[config.mk]
export PLATFORM = sky130hd
export DESIGN_NAME = sign_pattern_unit
export DESIGN_NICKNAME = d
export VERILOG_FILES = /design/src/hist_pkg.sv /design/src/sign_pattern_unit.sv
export SDC_FILE = /design/constraint.sdc
export NUM_CORES = 1
export LEC_CHECK = 0
export BUFFER_PORTS_ARGS = -buffer_cell sky130_fd_sc_hd__buf_2
export CAP_MARGIN = 40
export CORE_ASPECT_RATIO = 0.8
export CORE_MARGIN = 2
export CORE_UTILIZATION = 45
export DETAILED_ROUTE_END_ITERATION = 7
export PLACE_DENSITY = 0.77
export SLEW_MARGIN = 10
export SYNTH_ARGS = -nofsm -noshare
export SYNTH_HDL_FRONTEND = slang
export SYNTH_SLANG_ARGS = --single-unit
[constraint.sdc]
create_clock -name clk -period 4.1 [get_ports clk]
set_input_delay 0.82 -clock clk [delete_from_list [all_inputs] [get_ports clk]]
set_output_delay 0.82 -clock clk [all_outputs]
set_load 0.01 [all_outputs]
[src/hist_pkg.sv]
package hist_pkg;

    // frame geometry
    localparam int IMG_W = 8;
    localparam int IMG_H = 8;
    localparam int POS_W = 3;
    localparam logic [POS_W-1:0] LAST_COL = POS_W'(IMG_W - 1);
    localparam logic [POS_W-1:0] LAST_ROW = POS_W'(IMG_H - 1);

    // pixel and feature widths
    localparam int PIX_W = 8;
    localparam int FEAT_W = 4;
    localparam logic [PIX_W-1:0] CI_THRESHOLD = 8'd128;

    // ni counts over all 8 neighbours, so it doubles as the neighbour count
    localparam int NI_MAX = 8;
    localparam logic [FEAT_W-1:0] RD_MAX = 4'd9;
    localparam int RD_SHIFT = 6;
    localparam int SUM_W = 11;

    // histogram
    localparam int NUM_BINS = 200;
    localparam int BIN_IDX_W = 8;
    localparam int COUNT_W = 16;
    localparam logic [BIN_IDX_W-1:0] LAST_BIN = BIN_IDX_W'(NUM_BINS - 1);

    // frame sequencing
    localparam int WIN_PER_FRAME = (IMG_W - 2) * (IMG_H - 2);
    localparam int WIN_CNT_W = 6;
    localparam int DRAIN_CYCLES = 2;

    typedef enum logic [1:0] {
        PH_ACCUM,
        PH_DRAIN,
        PH_READ
    } phase_t;

endpackage

[src/sign_pattern_unit.sv]
`timescale 1ns/1ps

module sign_pattern_unit (
    input  logic                        clk,
    input  logic                        rst_n,
    input  logic                        win_valid_i,
    input  logic [hist_pkg::PIX_W-1:0]  w00_i,
    input  logic [hist_pkg::PIX_W-1:0]  w01_i,
    input  logic [hist_pkg::PIX_W-1:0]  w02_i,
    input  logic [hist_pkg::PIX_W-1:0]  w10_i,
    input  logic [hist_pkg::PIX_W-1:0]  w11_i,
    input  logic [hist_pkg::PIX_W-1:0]  w12_i,
    input  logic [hist_pkg::PIX_W-1:0]  w20_i,
    input  logic [hist_pkg::PIX_W-1:0]  w21_i,
    input  logic [hist_pkg::PIX_W-1:0]  w22_i,
    output logic                        feat_valid_o,
    output logic                        ci_o,
    output logic [hist_pkg::FEAT_W-1:0] ni_o
);

    logic [hist_pkg::PIX_W-1:0]  nb [hist_pkg::NI_MAX];
    logic [hist_pkg::NI_MAX-1:0] ge_q;
    logic                        thr_q;
    logic                        s1_valid_q;

    function automatic logic [hist_pkg::FEAT_W-1:0] popcount(
        input logic [hist_pkg::NI_MAX-1:0] bits
    );
        logic [hist_pkg::FEAT_W-1:0] cnt;
        cnt = '0;
        for (int k = 0; k < hist_pkg::NI_MAX; k++) begin
            cnt = cnt + {{(hist_pkg::FEAT_W-1){1'b0}}, bits[k]};
        end
        return cnt;
    endfunction

    assign nb = '{w00_i, w01_i, w02_i, w10_i, w12_i, w20_i, w21_i, w22_i};

    always_ff @(posedge clk) begin
        if (!rst_n) begin
            s1_valid_q   <= 1'b0;
            feat_valid_o <= 1'b0;
        end else begin
            s1_valid_q   <= win_valid_i;
            feat_valid_o <= s1_valid_q;
        end
    end

    // stage 1: neighbour vs centre, centre vs threshold
    always_ff @(posedge clk) begin
        if (win_valid_i) begin
            for (int k = 0; k < hist_pkg::NI_MAX; k++) begin
                ge_q[k] <= (nb[k] >= w11_i);
            end
            thr_q <= (w11_i >= hist_pkg::CI_THRESHOLD);
        end
    end

    // stage 2
    always_ff @(posedge clk) begin
        if (s1_valid_q) begin
            ni_o <= popcount(ge_q);
            ci_o <= thr_q;
        end
    end

endmodule

==> flow_summary.yaml <==
floorplanning:
  fp-row-count: 22
  die-area_um2: 5252
  die_y_um: 65.22
  ios: 81
  initial_utilization_pct: 46.42
  die_x_um: 80.53
  core_um2: 4542
detailed_routing:
  viasPerCell: 5.142
  drc: 0
  wirelength_mm: 4.732
  drtAntennaViolNets: 0
  drtIter0Drc: 57
  vias: 1774
  drt_pass1_iterations: 4
  routedWlPerCell_um: 13.72
layout:
  syn2layout_area_growth_pct: 24.99
  finish.net_count: 432
  final_cell_mix: "buf_2 (80), ha_1 (67), inv_1 (29), edfxtp_1 (14), nor2_1 (11)"
  n_antenna_cell: 0
  fill_cells: 421
  final_cells: 345
  final_common_cell: "buf_2"
  drive_above_1_share_pct: 32.28
worst_setup_path:
  crit_path_end_kind: "flip-flop"
  crit_start: "ge_q[1]"
  reg2reg_depth: 9
  worstSetupPathType: "reg2reg"
  ff2ff_setup_slack_ns: 1.23
  start_kind: "flip-flop"
  rr_startpoint: "ge_q[1]"
  r2r_end: "ni_o[2]"
  crit_fanout: 2
  cp_data_arrival_time_ns: 2.87
  crit_required_ns: 4.10
  setup.worst_path.end: "ni_o[2]"
sta:
  setup_viol: 0
  final_max_slew_viol_count: 0
  final-hold-violation-count: 0
  fmax_mhz: 348.3
  period_share_pct: 70.02
  rsz0062_at_grt: "false"
  clock_skew_ns: 0.001121
  fin_crit_ns: 2.871
  fin_ws_ns: 1.229
  relSlewSlack_pct: 71.81
  max_slew.worst_pin.slew_ns: 0.4121
  setup_tns_ns: 0
global_routing:
  grt_max_degree: 11
  grt_pass1_vias: 1755
  antenna_found_initial: 0
  grt_pass1_wl_mm: 7.652
  grt.overflow.total: 0
  grt_use_total_pct: 19.11
placed_design:
  post-place-ws_ns: 1.248
  portBuffers: 80
  hpwl_mm: 4.011
  place.gp.congestion: 0.7859
  dp.cells: 341
synth:
  syn_avg_cell_area_um2: 10.44
  ys_ff_latch: 16
  synth_cell_types: 25
  syn_area_um2: 2108
  syn-num-nets: 348
  postSynthCellCount: 202
  yosys_warnings: 0
  ys_seq_area_share_pct: 21.84
clock_tree:
  clock_sinks: 16
  cts_buffers: 3
  cts-resized-gates: 0
  cts_max_level: 1
  cts_hold_buffers: 0
  tritoncts: "yes"
  cts_setup_buffers: 0
  clk_path_buf_depth: 2
  clock_latency_ns: 0.24
  clk_pin_slew_ns: 0.06
  cts_root_buffer: "clkbuf_8"
pwr:
  irDropWorstVdd_mv: 0.1344
  power.density_nw_per_um2: 248.4
  power_uw: 654.5
  p_leak_uw: 0.001385
run_status:
  outcome: "finished clean"
flow_run:
  maxCapViolations: 0
worst_hold_path:
  hold_class: "reg2reg"
worst min-delay path by stage:
stage | startpoint | endpoint | slack (ns) | cells after the start
4_1_cts | thr_q | ci_o | 0.44 | 0
3_5_place_dp | thr_q | ci_o | 0.42 | 0
5_1_grt | thr_q | ci_o | 0.45 | 0
2_1_floorplan | thr_q | ci_o | 0.40 | 0
6_report | thr_q | ci_o | 0.44 | 0
3_3_place_gp | thr_q | ci_o | 0.40 | 0
sequential cells by signal, summed over array words and instances, names as in the netlist:
signal,count
ci_o,1
ni_o,4
s1_valid_q,1
ge_q,8
feat_valid_o,1
thr_q,1
critical path, stage by stage (launching register included):
cell and delay [ns]:
edfxtp_1 0.38, inv_1 0.09, fa_1 0.44, fa_1 0.51, fa_1 0.41, inv_1 0.07, ha_1 0.17, inv_1 0.06
fa_1 0.38, xnor2_1 0.13
per-stage QoR:
step | hold slack (ns) | util (%) | instance area, um^2
after floorplan | 0.4003 | - | 2108
after CTS | 0.4354 | 58.02 | 2635
after global routing | 0.4474 | 58.02 | 2635
final | 0.4368 | 58.02 | 2635
after detailed placement | 0.4207 | 56.80 | 2580
after global placement | 0.4024 | 56.80 | 2580
metal layers:
metal | vias up | GRT usage, % | routed length (um)
met1 | 808 | 23.65 | 2078
met3 | 2 | 3.159 | 293
met5 | - | 0 | 0
li1 | 914 | - | -
met4 | 0 | 3.814 | 27
met2 | 50 | 35.00 | 2332
Yosys cell counts:
master | instances | area [um^2]
nor3_1 | 5 | 25.02
dfxtp_1 | 2 | 40.04
xnor2_1 | 1 | 8.760
a2111oi_0 | 4 | 35.03
a21oi_1 | 10 | 50.05
or4_1 | 1 | 7.510
o211ai_1 | 1 | 7.510
a2111oi_4 | 4 | 110.1
fa_1 | 4 | 80.08
nand3_1 | 4 | 20.02
inv_1 | 29 | 108.9
nand2_1 | 8 | 30.03
nand2b_4 | 4 | 55.05
and2_1 | 2 | 12.51
ha_1 | 67 | 838.3
a211o_1 | 4 | 35.03
nand2b_1 | 4 | 25.02
nand4_1 | 8 | 50.05
o21a_1 | 7 | 52.55
a211oi_1 | 3 | 22.52
nor2_1 | 11 | 41.29
edfxtp_1 | 14 | 420.4
clkbuf_1 | 1 | 3.750
o31ai_1 | 3 | 22.52
nor2b_1 | 1 | 6.260
final cells by class:
cell class	instances	area (um^2)	area share [%]
Inverter	29	108.9	4.131
Sequential cell	16	460.4	17.47
Multi-Input combinational cell	156	1535	58.26
Timing Repair Buffer	80	400.4	15.19
Tap cell	60	75.07	2.849
Clock buffer	4	55.05	2.089
report_power, final:
group          switching, uW  leakage, uW  total, uW  internal [uW]
Clock                   49.3    0.0000288        134           85.0
Combinational            152      0.00121        300            148
Sequential              6.70     0.000150        220            213
kinds of logic after synthesis:
logic type      synth area share (%)
compound gates                 15.90
buf+inv                        5.341
xor+xnor                      0.4155
simple gates                   12.94
fa+ha+maj                      43.56
flops                          21.84
Power figures use the tool's default switching activity.
