<file path="src/hist_pkg.sv">
package hist_pkg;

    // frame geometry
    localparam int IMG_W = 8;
    localparam int IMG_H = 8;
    localparam int POS_W = 3;
    localparam logic [POS_W-1:0] LAST_COL = POS_W'(IMG_W - 1);
    localparam logic [POS_W-1:0] LAST_ROW = POS_W'(IMG_H - 1);

    // pixel and feature widths
    localparam int PIX_W = 8;
    localparam int FEAT_W = 4;
    localparam logic [PIX_W-1:0] CI_THRESHOLD = 8'd128;

    // ni counts over all 8 neighbours, so it doubles as the neighbour count
    localparam int NI_MAX = 8;
    localparam logic [FEAT_W-1:0] RD_MAX = 4'd9;
    localparam int RD_SHIFT = 6;
    localparam int SUM_W = 11;

    // histogram
    localparam int NUM_BINS = 200;
    localparam int BIN_IDX_W = 8;
    localparam int COUNT_W = 16;
    localparam logic [BIN_IDX_W-1:0] LAST_BIN = BIN_IDX_W'(NUM_BINS - 1);

    // frame sequencing
    localparam int WIN_PER_FRAME = (IMG_W - 2) * (IMG_H - 2);
    localparam int WIN_CNT_W = 6;
    localparam int DRAIN_CYCLES = 2;

    typedef enum logic [1:0] {
        PH_ACCUM,
        PH_DRAIN,
        PH_READ
    } phase_t;

endpackage

</file>
<file path="src/frame_sequencer.sv">
`timescale 1ns/1ps

module frame_sequencer (
    input  logic clk,
    input  logic rst_n,
    input  logic feat_valid_i,
    input  logic hist_done_i,
    output logic accept_o,
    output logic count_en_o,
    output logic read_en_o
);

    hist_pkg::phase_t               phase_q;
    logic [hist_pkg::WIN_CNT_W-1:0] feat_cnt_q;
    logic [1:0]                     drain_cnt_q;

    always_ff @(posedge clk) begin
        if (!rst_n) begin
            phase_q     <= hist_pkg::PH_ACCUM;
            feat_cnt_q  <= '0;
            drain_cnt_q <= '0;
        end else begin
            case (phase_q)
                hist_pkg::PH_ACCUM: begin
                    if (feat_valid_i) begin
                        if (feat_cnt_q == hist_pkg::WIN_PER_FRAME - 1) begin
                            feat_cnt_q  <= '0;
                            drain_cnt_q <= '0;
                            phase_q     <= hist_pkg::PH_DRAIN;
                        end else begin
                            feat_cnt_q <= feat_cnt_q + 1'b1;
                        end
                    end
                end
                // let the last increment reach the counter memory
                hist_pkg::PH_DRAIN: begin
                    if (drain_cnt_q == hist_pkg::DRAIN_CYCLES - 1) begin
                        phase_q <= hist_pkg::PH_READ;
                    end else begin
                        drain_cnt_q <= drain_cnt_q + 1'b1;
                    end
                end
                hist_pkg::PH_READ: begin
                    if (hist_done_i) begin
                        phase_q <= hist_pkg::PH_ACCUM;
                    end
                end
                default: phase_q <= hist_pkg::PH_ACCUM;
            endcase
        end
    end

    assign accept_o   = (phase_q == hist_pkg::PH_ACCUM);
    assign count_en_o = (phase_q == hist_pkg::PH_ACCUM);
    assign read_en_o  = (phase_q == hist_pkg::PH_READ);

endmodule

</file>
<file path="config.mk">
export PLATFORM = sky130hd
export DESIGN_NAME = frame_sequencer
export DESIGN_NICKNAME = d
export VERILOG_FILES = /design/src/hist_pkg.sv /design/src/frame_sequencer.sv
export SDC_FILE = /design/constraint.sdc
export NUM_CORES = 1
export LEC_CHECK = 0
export BUFFER_PORTS_ARGS = -buffer_cell sky130_fd_sc_hd__buf_2
export CAP_MARGIN = 20
export CORE_AREA = 2 2 39 41
export CTS_CLUSTER_DIAMETER = 120
export CTS_CLUSTER_SIZE = 24
export DETAILED_ROUTE_END_ITERATION = 7
export DIE_AREA = 0 0 41 43
export GPL_ROUTABILITY_DRIVEN = 0
export HOLD_SLACK_MARGIN = 0.1
export PLACE_DENSITY = 0.69
export SYNTH_ARGS = -nofsm -noshare
export SYNTH_HDL_FRONTEND = slang
export SYNTH_SLANG_ARGS = --single-unit
</file>
<file path="constraint.sdc">
create_clock -name clk -period 1.25 [get_ports clk]
set_input_delay 0.125 -clock clk [delete_from_list [all_inputs] [get_ports clk]]
set_output_delay 0.125 -clock clk [all_outputs]
set_load 0.01 [all_outputs]
</file>
==> key figures, run 1 <==
Layout
  • Most common cell after layout, fill and taps aside: buf_4
  • Share of layout cells above drive strength 1: 40.8%
  • Cell Count, Final, Fillers Out: 92
  • Layout Utilization: approximately 53%
  • Diodes inserted: 0
  • Most frequent cells in the layout: buf_4, nand2_1, a21oi_1, dfxtp_1, buf_2
  • Layout fillers: 125
  • Area grow syn2layout: 46.0%
  • Nets: 83

Worst setup path
  • Worst reg2reg path depth: 3
  • Critical path class: reg2reg
  • Critical path peak fanout: 4
  • R2R setup slack: -0.08 ns
  • Reg-to-Reg Start: phase_q[1]$_SDFFE_PN0P_
  • Crit path capture type: flop
  • Crit path DAT: roughly 1.5 ns
  • Crit Reg-Reg Endpoint: feat_cnt_q[5]$_SDFFE_PN0P_
  • Delay of the slowest critical-path stage: 0.50 ns
  • CP required: ~1.4 ns
  • Slowest-stage cell, CP: or4_1
  • Crit path launch type: flop
  • Worst-path cell chain: or2_4 -> or4_1 -> a21oi_1

Placed design
  • Post-DP HPWL: 775 microns
  • PortBufs: 6
  • Placed cells: 87

GRT
  • Initial antenna violation count: 0
  • First-pass GRT wire length: 1790 microns
  • Vias in the first global route: between 400 and 500
  • GR Util All Layers: 15.5%
  • Global route overflow: 0
  • Pin count of the biggest net entering global routing: 7

Clock tree
  • Clk sinks: 10
  • Clock Path Buffers: 2
  • H-tree levels: 1
  • Cts bufs inserted: 3
  • Clock-pin slew on the worst setup and hold paths: roughly 0.07 ns
  • Clock Tree Root: clkbuf_4
  • CTS tree: yes
  • Worst skew pair latency: ~0.26 ns

Floorplanning
  • Std cell rows: 14
  • Core Area: 1380 sq um
  • Die footprint: 1760 sq um
  • Starting Density: 36.0%
  • I/O pin cnt: 7
  • Die height: 43 microns
  • DIE WIDTH: 41 microns

Yosys
  • Syn Nets: 62
  • Number of distinct library cells after synthesis: 26
  • Synth Area per Inst: 8.89 sq um
  • Yosys warnings: 0
  • Post-synthesis sequential area ratio: between 40% and 50%
  • Synthesized area: ~500 sq um
  • Mapped Cells: 56
  • Yosys reg bits: 10

Worst hold path
  • Hold/Removal Path Class: in2reg
  • Hold path endpoint: phase_q[1]$_SDFFE_PN0P_
  • Hold Path Depth: 3
  • HP Start: hist_done_i

Timing
  • Fin. max-slew vios: 0
  • Fmax: 752 MHz
  • Setup violators final: 4
  • Measured slew at the worst slew-check pin: around 0.30 ns
  • Final hold vios: 0
  • Fin crit period: 1.33 ns
  • Slew headroom: between 80% and 90%
  • Period utilisation layout: 106%
  • Unrepaired setup endpoints after global routing: true
  • Worst Clk Skew: between 0.0005 and 0.0006 ns
  • Final worst slack: -0.0795 ns

Pwr
  • Power per Cell Area: around 920 nW/um^2
  • Peak supply drop: 0.468 mV
  • Flop pwr share: 49.4%
  • Pleak: 0.274 nW
  • Comb power frac: 6.7%
  • P_sw: 0.000143 W
  • Switching Fraction: 21.4%
  • Clock power share: 43.9%
  • Internal power: about 0.00052 W

Drt
  • DRC: 0
  • First-pass iteration count of the detailed router: 5
  • Via density: 5.14
  • Final wirelength: 1160 microns
  • Via count: 473
  • DR iter-0 viols: 11
  • WL/cell: 12.6 microns
  • Post-DRT Antenna Nets: 0

Outcome
  • Violated checks: setup timing
  • Outcome: complete, but fails checks

Job
  • Max Cap Viol: 0
==> cells in the mapped netlist <==
| library cell | instances | share of area, % |
|---|---|---|
| a211o_1 | 1 | 1.8 |
| a21oi_1 | 7 | 7.0 |
| and3_1 | 1 | 1.3 |
| buf_4 | 1 | 1.5 |
| dfxtp_1 | 10 | 40 |
| ha_1 | 2 | 5.0 |
| inv_1 | 3 | 2.3 |
| mux2i_1 | 1 | 2.0 |
| nand2_1 | 7 | 5.3 |
| nand2b_1 | 3 | 3.8 |
| nand3_1 | 1 | 1.0 |
| nand3b_1 | 1 | 1.5 |
| nand4_1 | 1 | 1.3 |
| nand4bb_1 | 1 | 2.3 |
| nor2b_1 | 1 | 1.3 |
| nor4b_1 | 1 | 1.8 |
| o21ai_0 | 2 | 2.0 |
| o21ai_1 | 1 | 1.0 |
| o22ai_2 | 1 | 2.5 |
| o31ai_1 | 1 | 1.5 |
| o32ai_1 | 1 | 1.8 |
| or2_4 | 1 | 1.8 |
| or3_1 | 4 | 5.0 |
| or3b_1 | 1 | 1.8 |
| or4_1 | 1 | 1.5 |
| or4b_1 | 1 | 2.0 |
==> cell families (layout without fill, tap and decap cells) <==
kind of cell               count (synthesis)  after routing  share of synthesized area, %
and+or+nand+nor                           25             25                          31.4
adders and majority gates                  2              2                          5.02
muxes                                      1              1                          2.01
AOI/OAI and AO/OA                         14             14                          17.6
DFF                                       10             10                          40.2
buffers and inverters                      4             24                          3.77
==> metrics by stage <==
step | worst slack (ns) | hold slack, ns | setup TNS, ns | total power, W | instance area (sq um)
2_1_floorplan | -0.0137 | 0.271 | -0.0186 | 0.000351 | 498
3_3_place_gp | -0.0792 | 0.419 | -0.282 | 0.000369 | 616
3_5_place_dp | -0.0856 | 0.414 | -0.335 | 0.000370 | 616
4_1_cts | -0.0734 | 0.124 | -0.183 | 0.000671 | 694
5_1_grt | -0.107 | 0.166 | -0.455 | 0.000690 | 727
6_report | -0.0795 | 0.141 | -0.165 | 0.000667 | 727
==> registers in the layout, indices dropped and copies added, names as in the netlist <==
register / count
feat_cnt_q: 6
drain_cnt_q: 2
phase_q: 2
==> worst max path at each step <==
stage                                          start                     endpoint  slack (ns)
after floorplan           feat_cnt_q[2]$_SDFFE_PN0P_  drain_cnt_q[1]$_SDFFE_PN0P_       -0.01
after global placement    feat_cnt_q[2]$_SDFFE_PN0P_  drain_cnt_q[1]$_SDFFE_PN0P_       -0.08
after detailed placement  feat_cnt_q[2]$_SDFFE_PN0P_  drain_cnt_q[1]$_SDFFE_PN0P_       -0.09
after CTS                 feat_cnt_q[4]$_SDFFE_PN0P_  drain_cnt_q[1]$_SDFFE_PN0P_       -0.07
after global routing         phase_q[1]$_SDFFE_PN0P_   feat_cnt_q[5]$_SDFFE_PN0P_       -0.11
final                        phase_q[1]$_SDFFE_PN0P_   feat_cnt_q[5]$_SDFFE_PN0P_       -0.08
==> critical path, delay by kind of cell (launching register included) <==
kind | cells | cell delay (ns)
DFF | 1 | 0.34
and+or+nand+nor | 2 | 0.77
AOI/OAI and AO/OA | 1 | 0.15
==> metal layers <==
layer	GRT usage [%]	share of wire, %	vias up	wire length (microns)
li1	-	-	246	-
met1	16.6	45	220	521
met2	25.6	52	5	602
met3	3.14	1.9	2	22
met4	10.0	1.3	0	15
met5	0	0	-	0
==> power groups by stage <==
stage	combinational (W)	clock (W)	sequential [W]
6_report	0.0000446	0.000293	0.000330
5_1_grt	0.0000488	0.000310	0.000330
4_1_cts	0.0000405	0.000302	0.000329
3_5_place_dp	0.0000362	0	0.000334
3_3_place_gp	0.0000355	0	0.000333
2_1_floorplan	0.0000162	0	0.000334
==> area by class of cell <==
class                   instances  area [sq um]  area share (%)
multi-input cells              42           337            46.3
clock buffers                   4          36.3            4.99
flip-flops and latches         10           204            28.1
repair buffers                 17           119            16.4
inverters                       3          11.3            1.55
well taps                      16          20.0            2.75
==> timing repair <==
item / in CTS / in global routing
gates resized for setup: 7 / 6
hold buffers: 0 / 0
setup buffers: 0 / 1
pin swaps: 5 / 6
endpoints found under the setup margin: 7 / 10
endpoints found under the hold margin: 0 / 0
Note: power is estimated with default switching activity, not from simulation.
==> run 2, diff against run 1 <==
==> constraint.sdc (replaced) <==
create_clock -name clk -period 1.1 [get_ports clk]
set_input_delay 0.11 -clock clk [delete_from_list [all_inputs] [get_ports clk]]
set_output_delay 0.11 -clock clk [all_outputs]
set_load 0.01 [all_outputs]
==> run 2 against run 1 <==
Final area increased by 9.6%; count of clock-buffer cells in the layout decreased by 1; the flow still finishes with violations (setup timing); non-clock buffer count increased by 1.
==> key figures, run 2 (synthesized netlist as in run 1, its figures left out) <==
Outcome
  • Outcome: complete, but fails checks
  • Violated checks: setup timing

Layout
  • Register area: around 210 sq um
  • Max reg flops: 6
  • Nets: 84
  • Most common cell after layout, fill and taps aside: buf_4
  • Most frequent cells in the layout: buf_4, nand2_1, buf_6
  • Diodes inserted: 0
  • Layout Utilization: 57.6%
  • Biggest register: feat_cnt_q
  • Share of layout cells above drive strength 1: 59.2%
  • Area grow syn2layout: 60.1%
  • Area occupied by multi-input gates: 377 sq um
  • Layout fillers: approximately 120
  • Top Registers: feat_cnt_q: 6 flops, drain_cnt_q: 2 flops, phase_q: 2 flops

Clock tree
  • Clock-pin slew on the worst setup and hold paths: 0.06 ns
  • CTS tree: yes
  • Clock Path Buffers: 2
  • Clock Tree Root: clkbuf_4
  • Clk sinks: 10
  • Cts bufs inserted: 3
  • H-tree levels: 1
  • Worst skew pair latency: 0.26 ns

Timing
  • Final worst slack: -0.176 ns
  • Worst Clk Skew: ~0.0014 ns
  • Final hold vios: 0
  • Setup violators final: 11
  • Worst hold margin: 0.137 ns
  • Measured slew at the worst slew-check pin: around 0.25 ns
  • Fmax: 784 MHz
  • Fin crit period: about 1.3 ns
  • Slew headroom: 83.0%
  • Fin. max-slew vios: 0
  • Period utilisation layout: 116%
  • Unrepaired setup endpoints after global routing: true
  • Setup TNS: -1.45 ns

Worst setup path
  • Worst-path cell chain: or2_4 -> buf_6 -> inv_4 -> buf_6
  • Critical path peak fanout: 6
  • Crit path launch type: flop
  • Worst reg2reg path depth: 3
  • Slowest-stage cell, CP: dfxtp_4
  • Crit path DAT: 1.17 ns
  • Most frequent CP cell: buf_6
  • Reg-to-Reg Start: feat_cnt_q[4]$_SDFFE_PN0P_
  • Crit path capture type: output port
  • Critical path class: reg2out
  • Delay of the slowest critical-path stage: 0.36 ns
  • Crit Reg-Reg Endpoint: drain_cnt_q[1]$_SDFFE_PN0P_
  • CP required: 0.99 ns
  • R2R setup slack: -0.17 ns

Pwr
  • Peak supply drop: about 0.55 mV
  • Comb power frac: 7.4%
  • Clock power share: 36.5%
  • Power per Cell Area: 834 nW/um^2
  • Switching Fraction: between 20% and 30%
  • Pleak: 0.284 nW
  • Flop pwr share: 56.1%
  • Internal power: 0.000516 W
  • P_sw: 0.000149 W

Worst hold path
  • Hold Path Depth: 3
  • Hold/Removal Path Class: in2reg
  • Hold path endpoint: phase_q[1]$_SDFFE_PN0P_
  • HP Start: hist_done_i

Floorplanning
  • DIE WIDTH: 41 microns
  • Die height: 43 microns
  • Starting Density: 36.0%
  • Die footprint: 1760 sq um
  • Std cell rows: 14
  • I/O pin cnt: 7
  • Core Area: 1380 sq um

GRT
  • Vias in the first global route: 485
  • Initial antenna violation count: 0
  • Pin count of the biggest net entering global routing: 7
  • GR Util All Layers: 17.3%
  • First-pass GRT wire length: 2030 microns
  • Global route overflow: 0

Drt
  • First-pass iteration count of the detailed router: 4
  • Via count: around 500
  • Final wirelength: ~1300 microns
  • Via density: 5.46
  • WL/cell: 14.3 microns
  • DR iter-0 viols: 12
  • DRC: 0
  • Post-DRT Antenna Nets: 0

Placed design
  • Post-DP HPWL: around 860 microns
  • Dpl ws: -0.184 ns
  • PortBufs: 6

Job
  • Max Cap Viol: 0
==> run 2: per-stage QoR <==
stage,instance area (sq um),power (W),cells
after detailed placement,663,0.000426,87
after floorplan,546,0.000406,56
after global routing,797,0.000705,92
after CTS,741,0.000672,91
final,797,0.000665,92
after global placement,663,0.000425,87
==> run 2: final cells by class <==
type	instances	share of cell area, %
Sequential cell	10	26.8
Inverter	3	1.73
Tap cell	16	2.51
Clock buffer	3	2.83
Multi-Input combinational cell	42	47.3
Timing Repair Buffer	18	18.8
==> run 2: power groups by stage <==
stage / registers, W / logic, W / clock network (W)
global placement: 0.000385 / 0.0000401 / 0
finish: 0.000373 / 0.0000492 / 0.000242
floorplan: 0.000383 / 0.0000229 / 0
CTS: 0.000377 / 0.0000409 / 0.000255
global route: 0.000374 / 0.0000544 / 0.000276
detailed placement: 0.000385 / 0.0000406 / 0
==> run 2: what timing repair did <==
item	4_1_cts	5_1_grt
hold buffers	0	0
buffers inserted	1	1
endpoints found under the setup margin	11	11
gates resized for setup	12	15
gates cloned	0	0
pin swaps	5	3
==> run 2: metal layers <==
metal	vias up	share of wire, %	global-route usage, %
met3	0	3.6	4.71
met4	0	0	8.00
met5	-	0	0
met1	245	41	21.0
met2	8	55	26.9
li1	249	-	-
==> run 2: worst max-delay path, delay by kind of cell, from the launching register on <==
family / cells / cell delay [ns]
buf+inv: 3 / 0.28
flops: 1 / 0.36
simple gates: 1 / 0.27
==> run 2: worst max path at each step <==
| stage | from | to | slack [ns] | cells past startpoint |
|---|---|---|---|---|
| 2_1_floorplan | feat_cnt_q[4]$_SDFFE_PN0P_ | drain_cnt_q[1]$_SDFFE_PN0P_ | -0.16 | 3 |
| 3_3_place_gp | feat_cnt_q[4]$_SDFFE_PN0P_ | phase_q[0]$_SDFFE_PN0P_ | -0.16 | 3 |
| 3_5_place_dp | feat_cnt_q[4]$_SDFFE_PN0P_ | drain_cnt_q[1]$_SDFFE_PN0P_ | -0.18 | 3 |
| 4_1_cts | feat_cnt_q[4]$_SDFFE_PN0P_ | drain_cnt_q[1]$_SDFFE_PN0P_ | -0.17 | 3 |
| 5_1_grt | feat_cnt_q[4]$_SDFFE_PN0P_ | phase_q[0]$_SDFFE_PN0P_ | -0.21 | 3 |
| 6_report | phase_q[1]$_SDFFE_PN0P_ | count_en_o | -0.18 | 4 |
