<file path="src/hist_pkg.sv">
package hist_pkg;

    // frame geometry
    localparam int IMG_W = 8;
    localparam int IMG_H = 8;
    localparam int POS_W = 3;
    localparam logic [POS_W-1:0] LAST_COL = POS_W'(IMG_W - 1);
    localparam logic [POS_W-1:0] LAST_ROW = POS_W'(IMG_H - 1);

    // pixel and feature widths
    localparam int PIX_W = 8;
    localparam int FEAT_W = 4;
    localparam logic [PIX_W-1:0] CI_THRESHOLD = 8'd128;

    // ni counts over all 8 neighbours, so it doubles as the neighbour count
    localparam int NI_MAX = 8;
    localparam logic [FEAT_W-1:0] RD_MAX = 4'd9;
    localparam int RD_SHIFT = 6;
    localparam int SUM_W = 11;

    // histogram
    localparam int NUM_BINS = 200;
    localparam int BIN_IDX_W = 8;
    localparam int COUNT_W = 16;
    localparam logic [BIN_IDX_W-1:0] LAST_BIN = BIN_IDX_W'(NUM_BINS - 1);

    // frame sequencing
    localparam int WIN_PER_FRAME = (IMG_W - 2) * (IMG_H - 2);
    localparam int WIN_CNT_W = 6;
    localparam int DRAIN_CYCLES = 2;

    typedef enum logic [1:0] {
        PH_ACCUM,
        PH_DRAIN,
        PH_READ
    } phase_t;

endpackage

</file>
<file path="src/magnitude_pattern_unit.sv">
`timescale 1ns/1ps

module magnitude_pattern_unit (
    input  logic                        clk,
    input  logic                        rst_n,
    input  logic                        win_valid_i,
    input  logic [hist_pkg::PIX_W-1:0]  w00_i,
    input  logic [hist_pkg::PIX_W-1:0]  w01_i,
    input  logic [hist_pkg::PIX_W-1:0]  w02_i,
    input  logic [hist_pkg::PIX_W-1:0]  w10_i,
    input  logic [hist_pkg::PIX_W-1:0]  w11_i,
    input  logic [hist_pkg::PIX_W-1:0]  w12_i,
    input  logic [hist_pkg::PIX_W-1:0]  w20_i,
    input  logic [hist_pkg::PIX_W-1:0]  w21_i,
    input  logic [hist_pkg::PIX_W-1:0]  w22_i,
    output logic [hist_pkg::FEAT_W-1:0] rd_o
);

    logic [hist_pkg::PIX_W-1:0] nb [hist_pkg::NI_MAX];
    logic [hist_pkg::PIX_W-1:0] diff_q [hist_pkg::NI_MAX];
    logic                       s1_valid_q;
    logic [hist_pkg::SUM_W-1:0] diff_sum;
    logic [hist_pkg::SUM_W-1:0] sum_shr;

    function automatic logic [hist_pkg::PIX_W-1:0] abs_diff(
        input logic [hist_pkg::PIX_W-1:0] a,
        input logic [hist_pkg::PIX_W-1:0] b
    );
        return (a >= b) ? a - b : b - a;
    endfunction

    assign nb = '{w00_i, w01_i, w02_i, w10_i, w12_i, w20_i, w21_i, w22_i};

    always_ff @(posedge clk) begin
        if (!rst_n) begin
            s1_valid_q <= 1'b0;
        end else begin
            s1_valid_q <= win_valid_i;
        end
    end

    // stage 1: absolute differences from centre
    always_ff @(posedge clk) begin
        if (win_valid_i) begin
            for (int k = 0; k < hist_pkg::NI_MAX; k++) begin
                diff_q[k] <= abs_diff(nb[k], w11_i);
            end
        end
    end

    // sum of eight diffs fits in 11 bits
    always_comb begin
        diff_sum = '0;
        for (int k = 0; k < hist_pkg::NI_MAX; k++) begin
            diff_sum = diff_sum + {{(hist_pkg::SUM_W-hist_pkg::PIX_W){1'b0}}, diff_q[k]};
        end
        sum_shr = diff_sum >> hist_pkg::RD_SHIFT;
    end

    // stage 2: quantise and clamp, rd holds between features
    always_ff @(posedge clk) begin
        if (s1_valid_q) begin
            if (sum_shr > hist_pkg::RD_MAX) begin
                rd_o <= hist_pkg::RD_MAX;
            end else begin
                rd_o <= sum_shr[hist_pkg::FEAT_W-1:0];
            end
        end
    end

endmodule

</file>
<file path="config.mk">
export PLATFORM = sky130hd
export DESIGN_NAME = magnitude_pattern_unit
export DESIGN_NICKNAME = d
export VERILOG_FILES = /design/src/hist_pkg.sv /design/src/magnitude_pattern_unit.sv
export SDC_FILE = /design/constraint.sdc
export NUM_CORES = 1
export LEC_CHECK = 0
export ABC_CLOCK_PERIOD_IN_PS = 4200
export BUFFER_PORTS_ARGS = -buffer_cell sky130_fd_sc_hd__buf_2
export CORE_ASPECT_RATIO = 1.75
export CORE_MARGIN = 8
export CORE_UTILIZATION = 53
export CTS_CLUSTER_DIAMETER = 30
export DETAILED_ROUTE_END_ITERATION = 16
export GPL_TIMING_DRIVEN = 0
export PLACE_DENSITY = 0.76
export SLEW_MARGIN = 30
export SYNTH_ARGS = -nofsm -noshare
export SYNTH_HDL_FRONTEND = slang
export SYNTH_SLANG_ARGS = --single-unit
</file>
<file path="constraint.sdc">
create_clock -name clk -period 4.2 [get_ports clk]
set_input_delay 0.21 -clock clk [delete_from_list [all_inputs] [get_ports clk]]
set_output_delay 0.21 -clock clk [all_outputs]
set_load 0.02 [all_outputs]
</file>
==> impl_results.md, run 1 <==
- Outcome: completed
- Die H: about 190 um
- Placed insts: roughly 1200
- CTS max path bufs: 2
- FMAX: roughly 240 MHz
- Cells after synthesis: 942
- Via count: roughly 7000
- DP HPWL: between 15000 and 20000 um
- CTS Buf Count: 9
- Max Cap Violations: 0
- Final ANT Viol Nets: 0
- Core box area: between 15000 and 20000 um^2
- Unique masters post-synth: about 60
- Reg-to-reg setup timing slack: roughly 36 ps
- Final RePlAce weighted congestion: between 0.9 and 1
- Gate power share: between 70% and 80%
- Tmin final: 4160 ps
- Worst-skew pair later-pin latency: approximately 340 ps
- DR DRC count: 0
- DRT Pass-1 Iters: 6
- Initial antenna violation count: 0
- P_leak: 0.00486 uW
- Final setup violation count: 0
- Async S/R FF share, synth: 0%
- Unrepaired setup endpoints after global routing: yes
- Largest net degree at the start of global routing: 66
- Required time worst endpoint: approximately 4300 ps
- Grt total ovfl: 0
- IO Count: 79
- Fin crit share: roughly 99%
- Port bufs: 78
- CTS Root Buffer Type: clkbuf_16
- Maximum vdd drop: approximately 1 mV
- CTS tree: done
- Synth Register Bits: 69
- Final Hold Viols: 0
- Area Growth Syn to Fin: 11.4%
- Num rows: 63
- Clock Sinks: 69
- Die Width: roughly 110 um
- Worst path max stage delay: 600 ps
- Slew @ Worst Pin: around 830 ps
- Fin util: 59.8%
- CTS H-tree lvls: 3
- Tot GR Track Use: between 20% and 30%
- Switching power: between 2000 and 3000 uW
- Clk slew on worst S/H paths: around 60 ps
- Worst clock skew: 7.72 ps
- Vias per Instance: 5.60
- Buf/Inv on CP: 4
- Worst Path Max Fanout: 2
- CP arrival: between 4000 and 5000 ps
- Post-Place Cell Area: 9690 um^2
- CP top delay family: adder cells
- Crit start category: flip-flop
- Routed len/inst: about 18 um
- Seq/Total Area, Yosys: 22.9%
- Fin cells: ~1300
- Die area: ~22000 um^2
- Yosys warnings: 0
- Crit Path Category: flip-flop to flip-flop
- Share of layout cells above drive strength 1: 14.6%
- Seq pwr share: between 10% and 20%
- CP Cell Sequence: inv_1 > fa_1 > inv_1 > fa_1 > fa_1 > inv_1 > fa_1 > inv_1 > ha_1 > or4_1 > a21oi_1 > o311ai_1
- Sw Ratio: about 46%
- Synth Flop Type: edfxtp_1
- CP Capture Type: flip-flop
- Post-synth EDFFs: a little under 70
- Mapped cell area: between 9000 and 10000 um^2
- Crit-path slowest cell: fa_1
- Vias in the first global route: 7454
- Number of fill cells: around 1400
- Power share of the clock group: a little under an eighth
- Starting density of the core: between 50 and 60%
- Syn nets: 1208
- Diodes inserted: 0
- Max-slew violations: 0
- First-pass GRT wire length: between 30000 and 40000 um
- Fin area: about 10000 um^2
- Max-slew headroom: 44.7%
- Initial detailed-routing violation count: between 300 and 400
- Hold Crit Class: input pin to flip-flop
- Drt total wl: between 20000 and 25000 um
- P per Cell Area: between 600 and 700 nW/um^2
- Pint: roughly 3400 uW
- Nets: about 1300
- Mean Syn Cell Area: around 9.6 um^2
==> layer usage <==
| layer | up-vias | GRT usage (%) | part of all wire (%) |
|---|---|---|---|
| li1 | 3403 | - | - |
| met3 | 78 | 2.60 | 3.5 |
| met2 | 200 | 40.0 | 53 |
| met5 | - | 0 | 0 |
| met1 | 3399 | 23.1 | 37 |
| met4 | 0 | 13.7 | 6.4 |
==> placed cells by master, fill, tap and decap left out, types with 7 or more instances in the layout <==
master     Yosys  final
a211oi_1      10     10
ha_1         130    129
xnor2_1       21     21
xor2_1        23     23
nor2_1        14     13
edfxtp_1      68     68
fa_1          61     60
nand2_1       20     20
clkbuf_16      0      9
a31oi_1       19     19
nor2b_1       37     36
nand3b_1       7      7
nand2b_1       9      9
o31ai_1        8      7
a21o_1        10     10
nor4_1         7      7
o21ai_0       59     59
or3_1          7      7
nand3_1       12     12
a21boi_0       9      8
mux2i_1       32     32
a21oi_1       37     36
nand4_1       17     17
inv_1        208    202
buf_2          6     83
clkbuf_1      10     10
==> power by group through the flow <==
stage	Combinational [uW]	Sequential (uW)	Clock [uW]
floorplan	3010	1060	0
global placement	3770	1050	0
detailed placement	3920	1050	0
CTS	4550	1040	745
global route	5170	1060	769
finish	4610	1040	739
==> cell type report <==
type	instances	area, um^2	area share [%]
clock buffers	9	225	2.24
well taps	227	284	2.83
multi-input cells	640	6060	60.4
flip-flops and latches	69	2060	20.5
plain buffers	25	158	1.57
clock inverters	7	65.1	0.648
inverters	208	781	7.78
repair buffers	79	400	3.99
==> worst register-to-register path: stages, from the launching register on <==
cell and delay (ps):
edfxtp_1 330, inv_1 50, fa_1 600, inv_1 70
fa_1 460, fa_1 570, inv_1 60, fa_1 540
inv_1 50, ha_1 330, or4_1 550, a21oi_1 170
o311ai_1 120
==> stage by stage <==
| step | TNS, ps | power [uW] | hold WS [ps] | setup slack [ps] |
|---|---|---|---|---|
| 4_1_cts | 0 | 6340 | 76.3 | 23.4 |
| 5_1_grt | -114 | 7000 | 87.9 | -114 |
| 6_report | 0 | 6390 | 77.3 | 36.5 |
| 3_3_place_gp | -245 | 4820 | 421 | -245 |
| 2_1_floorplan | 0 | 4080 | 322 | 5.71 |
| 3_5_place_dp | -338 | 4970 | 427 | -338 |
==> repair_timing <==
| action | in CTS | in global routing |
|---|---|---|
| buffers inserted | 1 | 0 |
| pin swaps | 7 | 3 |
| endpoints found under the setup margin | 2 | 3 |
| hold buffers | 0 | 0 |
| resized for setup | 10 | 6 |
==> cells by family after synthesis <==
logic type / after synthesis / synth area share (%)
compound gates: 209 / 15.9
xor+xnor: 44 / 4.28
fa+ha+maj: 191 / 31.6
buf+inv: 233 / 10.4
flops: 69 / 22.9
mux: 36 / 4.05
simple gates: 160 / 10.8
==> final timing paths <==
check          startpoint    endpoint  depth (start not counted)
min reg2reg    s1_valid_q     rd_o[2]                          0
min                 rst_n  s1_valid_q                          2
max          diff_q[0][6]     rd_o[0]                         12
max reg2reg  diff_q[0][6]     rd_o[0]                         12
==> flip-flops by register name, summed over array words and instances, names as in the netlist <==
signal	cells
rd_o	4
s1_valid_q	1
diff_q	64
==> synth_stat cells, types with 6 or more instances <==
master     count  area [um^2]
fa_1          61         1220
a21oi_1       37          185
nand4_1       17          106
inv_1        208          781
a21boi_0       9         67.6
o2111ai_1      6         52.6
o211ai_1       6         45.0
o31ai_1        8         60.1
clkbuf_1      10         37.5
nor3_1         6         30.0
o21ai_0       59          295
nor4_1         7         43.8
or3_1          7         43.8
xor2_1        23          201
buf_6          6         67.6
nand3b_1       7         52.6
a31oi_1       19          119
buf_2          6         30.0
nor2b_1       37          231
mux2i_1       32          320
a211oi_1      10         75.1
xnor2_1       21          184
nand3_1       12         60.1
ha_1         130         1630
edfxtp_1      68         2040
a21o_1        10         75.1
nand2b_1       9         56.3
nor2_1        14         52.6
nand2_1       20         75.1
Note: power is estimated with default switching activity, not from simulation.
==> run 2, diff against run 1 <==
--- a/config.mk
+++ b/config.mk
@@ -14,6 +14,7 @@
 export DETAILED_ROUTE_END_ITERATION = 16
 export GPL_TIMING_DRIVEN = 0
 export PLACE_DENSITY = 0.76
+export SETUP_SLACK_MARGIN = 0.3
 export SLEW_MARGIN = 30
 export SYNTH_ARGS = -nofsm -noshare
 export SYNTH_HDL_FRONTEND = slang
==> run 2 against run 1 <==
Effect of this change: clock skew about the same; sequential share of layout area decreased by 0.13 points; final area increased by 0.66%; non-clock buffer count increased by 2; worst hold slack improved by 4.6 ps; register-to-register slack improved by 80 ps; combinational power increased by 5.0%; via count decreased by 0.24%; setup slack improved by 84 ps; core utilization increased by 0.39 points; die area unchanged; maximum frequency increased by 2.1%; critical path type unchanged; critical endpoint unchanged; largest power group unchanged.
==> impl_results.md, run 2 (synthesis results as in run 1) <==
- Top reg by flops: diff_q
- CTS H-tree lvls: 3
- DP HPWL: 18600 um
- Required time worst endpoint: 4270 ps
- Crit Path Category: flip-flop to flip-flop
- Die area: ~22000 um^2
- Initial antenna violation count: 0
- CP Capture Type: flip-flop
- Hold Crit Class: input pin to flip-flop
- Starting density of the core: between 50% and 60%
- P_leak: between 0.004 and 0.005 uW
- Buf/Inv on CP: 4
- CTS Root Buffer Type: clkbuf_16
- Max Cap Violations: 0
- Maximum vdd drop: about 0.9 mV
- Clock Sinks: a little under 70
- Worst path max stage delay: about 560 ps
- Worst R2R End: rd_o[0]
- Final RePlAce weighted congestion: slightly above 0.9
- Grt total ovfl: 0
- Tot GR Track Use: 22.0%
- Critical Path Start: diff_q[1][6]
- Worst clock skew: a little over 8 ps
- Post-Place Cell Area: roughly 9700 um^2
- Fin area: between 10000 and 15000 um^2
- CP Cell Sequence: inv_1 > fa_1 > inv_1 > fa_1 > fa_1 > inv_1 > fa_1 > inv_1 > ha_1 > or4_1 > a21oi_1 > o311ai_1
- Initial detailed-routing violation count: between 300 and 400
- CP Depth: 12
- Final Hold Slack: just over 80 ps
- R2R depth: 12
- DRT Pass-1 Iters: 6
- Diodes inserted: 0
- Crit-path slowest cell: fa_1
- Met1 Track Usage GR: approximately a quarter
- Met2 GRT Util: 40.2%
- Slew @ Worst Pin: between 800 and 900 ps
- Crit start category: flip-flop
- Max-slew violations: 0
- Share of layout cells above drive strength 1: 15.2%
- DR DRC count: 0
- Outcome: completed
- CP top delay family: adder cells
- Crit path capture: rd_o[0]
- Core box area: around 17000 um^2
- Port bufs: 78
- Largest net degree at the start of global routing: 66
- Max-slew headroom: approximately 44%
- Num rows: 63
- CTS tree: done
- Placed insts: 1247
- Area Growth Syn to Fin: 12.1%
- CTS Buf Count: 9
- Busiest grt layer: met2
- First-pass GRT wire length: 36800 um
- P per Cell Area: around 670 nW/um^2
- Unrepaired setup endpoints after global routing: yes
- M3 GR Usage: 2.31%
- CP arrival: around 4200 ps
- Pwr Total: 6720 uW
- Fin cells: 1266
- Reg-to-reg setup timing slack: approximately 120 ps
- Tmin final: around 4100 ps
- CTS max path bufs: 2
- Number of fill cells: around 1500
- FMAX: roughly 250 MHz
- Most frequent cells in the layout: inv_1 (200), ha_1 (128), buf_2 (83)
- IO Count: 79
- Clk slew on worst S/H paths: 60 ps
- Cts hold-fix bufs: 0
- Worst Path Max Fanout: 2
- Routed len/inst: between 15 and 20 um
- Final ANT Viol Nets: 0
- FF-to-FF Start: diff_q[1][6]
- Most common cell after layout, fill and taps aside: inv_1
- Vias per Instance: between 5 and 6
- Die H: ~190 um
- Die Width: approximately 110 um
- Drt total wl: 23300 um
- Final setup violation count: 0
- Fin crit share: 97.1%
- Nets: 1300
- Via count: between 7000 and 8000
- Top Registers: diff_q x64, rd_o x4, s1_valid_q x1
- Max reg flops: 64
- Final Hold Viols: 0
- Worst-skew pair later-pin latency: between 300 and 400 ps
- Vias in the first global route: ~7400
==> run 2: cell count changes in the layout (fill, tap and decap cells not counted), moves of 2 or more <==
cell and change:
inv_6 +2, bufinv_16 +2, inv_1 -2, inv_2 +2
inv_8 -2, clkinv_4 -2
==> run 2: worst min path at each step <==
stage | startpoint | endpoint | slack (ps) | cells past startpoint
floorplan | win_valid_i | diff_q[0][0] | 320 | 0
finish | rst_n | s1_valid_q | 80 | 2
global route | rst_n | s1_valid_q | 90 | 2
detailed placement | rst_n | s1_valid_q | 420 | 2
CTS | rst_n | s1_valid_q | 80 | 2
global placement | rst_n | s1_valid_q | 430 | 2
==> run 2: final cells by class <==
class                      instances  area, um^2  share of cell area [%]
clock inverter                     7         103                    1.02
tap                              227         284                    2.81
inverter                         208         781                    7.73
multi-input combinational        640        6070                    60.1
sequential                        69        2060                    20.4
clock buffer                       9         225                    2.23
timing repair buffer              81         419                    4.15
buffer                            25         158                    1.56
==> run 2: timing repair <==
item | in CTS | in global routing
pin swaps | 15 | 10
setup endpoints to repair | 4 | 4
setup buffers | 3 | 0
gates resized for setup | 14 | 6
==> run 2: where the power goes <==
part | internal, uW | leakage [uW] | total [uW] | switching [uW]
Clock | 528 | 0.000157 | 841 | 313
Combinational | 2220 | 0.00406 | 4840 | 2620
Sequential | 996 | 0.000672 | 1040 | 47.0
Total | 3740 | 0.00489 | 6720 | 2980
==> run 2: layer usage <==
| layer | vias to the layer above | share of wire (%) |
|---|---|---|
| met5 | - | 0 |
| met4 | 0 | 5.9 |
| met3 | 73 | 3.1 |
| met2 | 203 | 53 |
| met1 | 3381 | 38 |
| li1 | 3406 | - |
==> run 2: stage by stage <==
stage | setup WS, ps | TNS (ps) | utilization, %
3_3_place_gp | -28.6 | -28.6 | 57.7
2_1_floorplan | 168 | 0 | -
4_1_cts | 50.6 | 0 | 60.1
6_report | 120 | 0 | 60.2
3_5_place_dp | -169 | -169 | 57.7
5_1_grt | -58.3 | -58.3 | 60.2
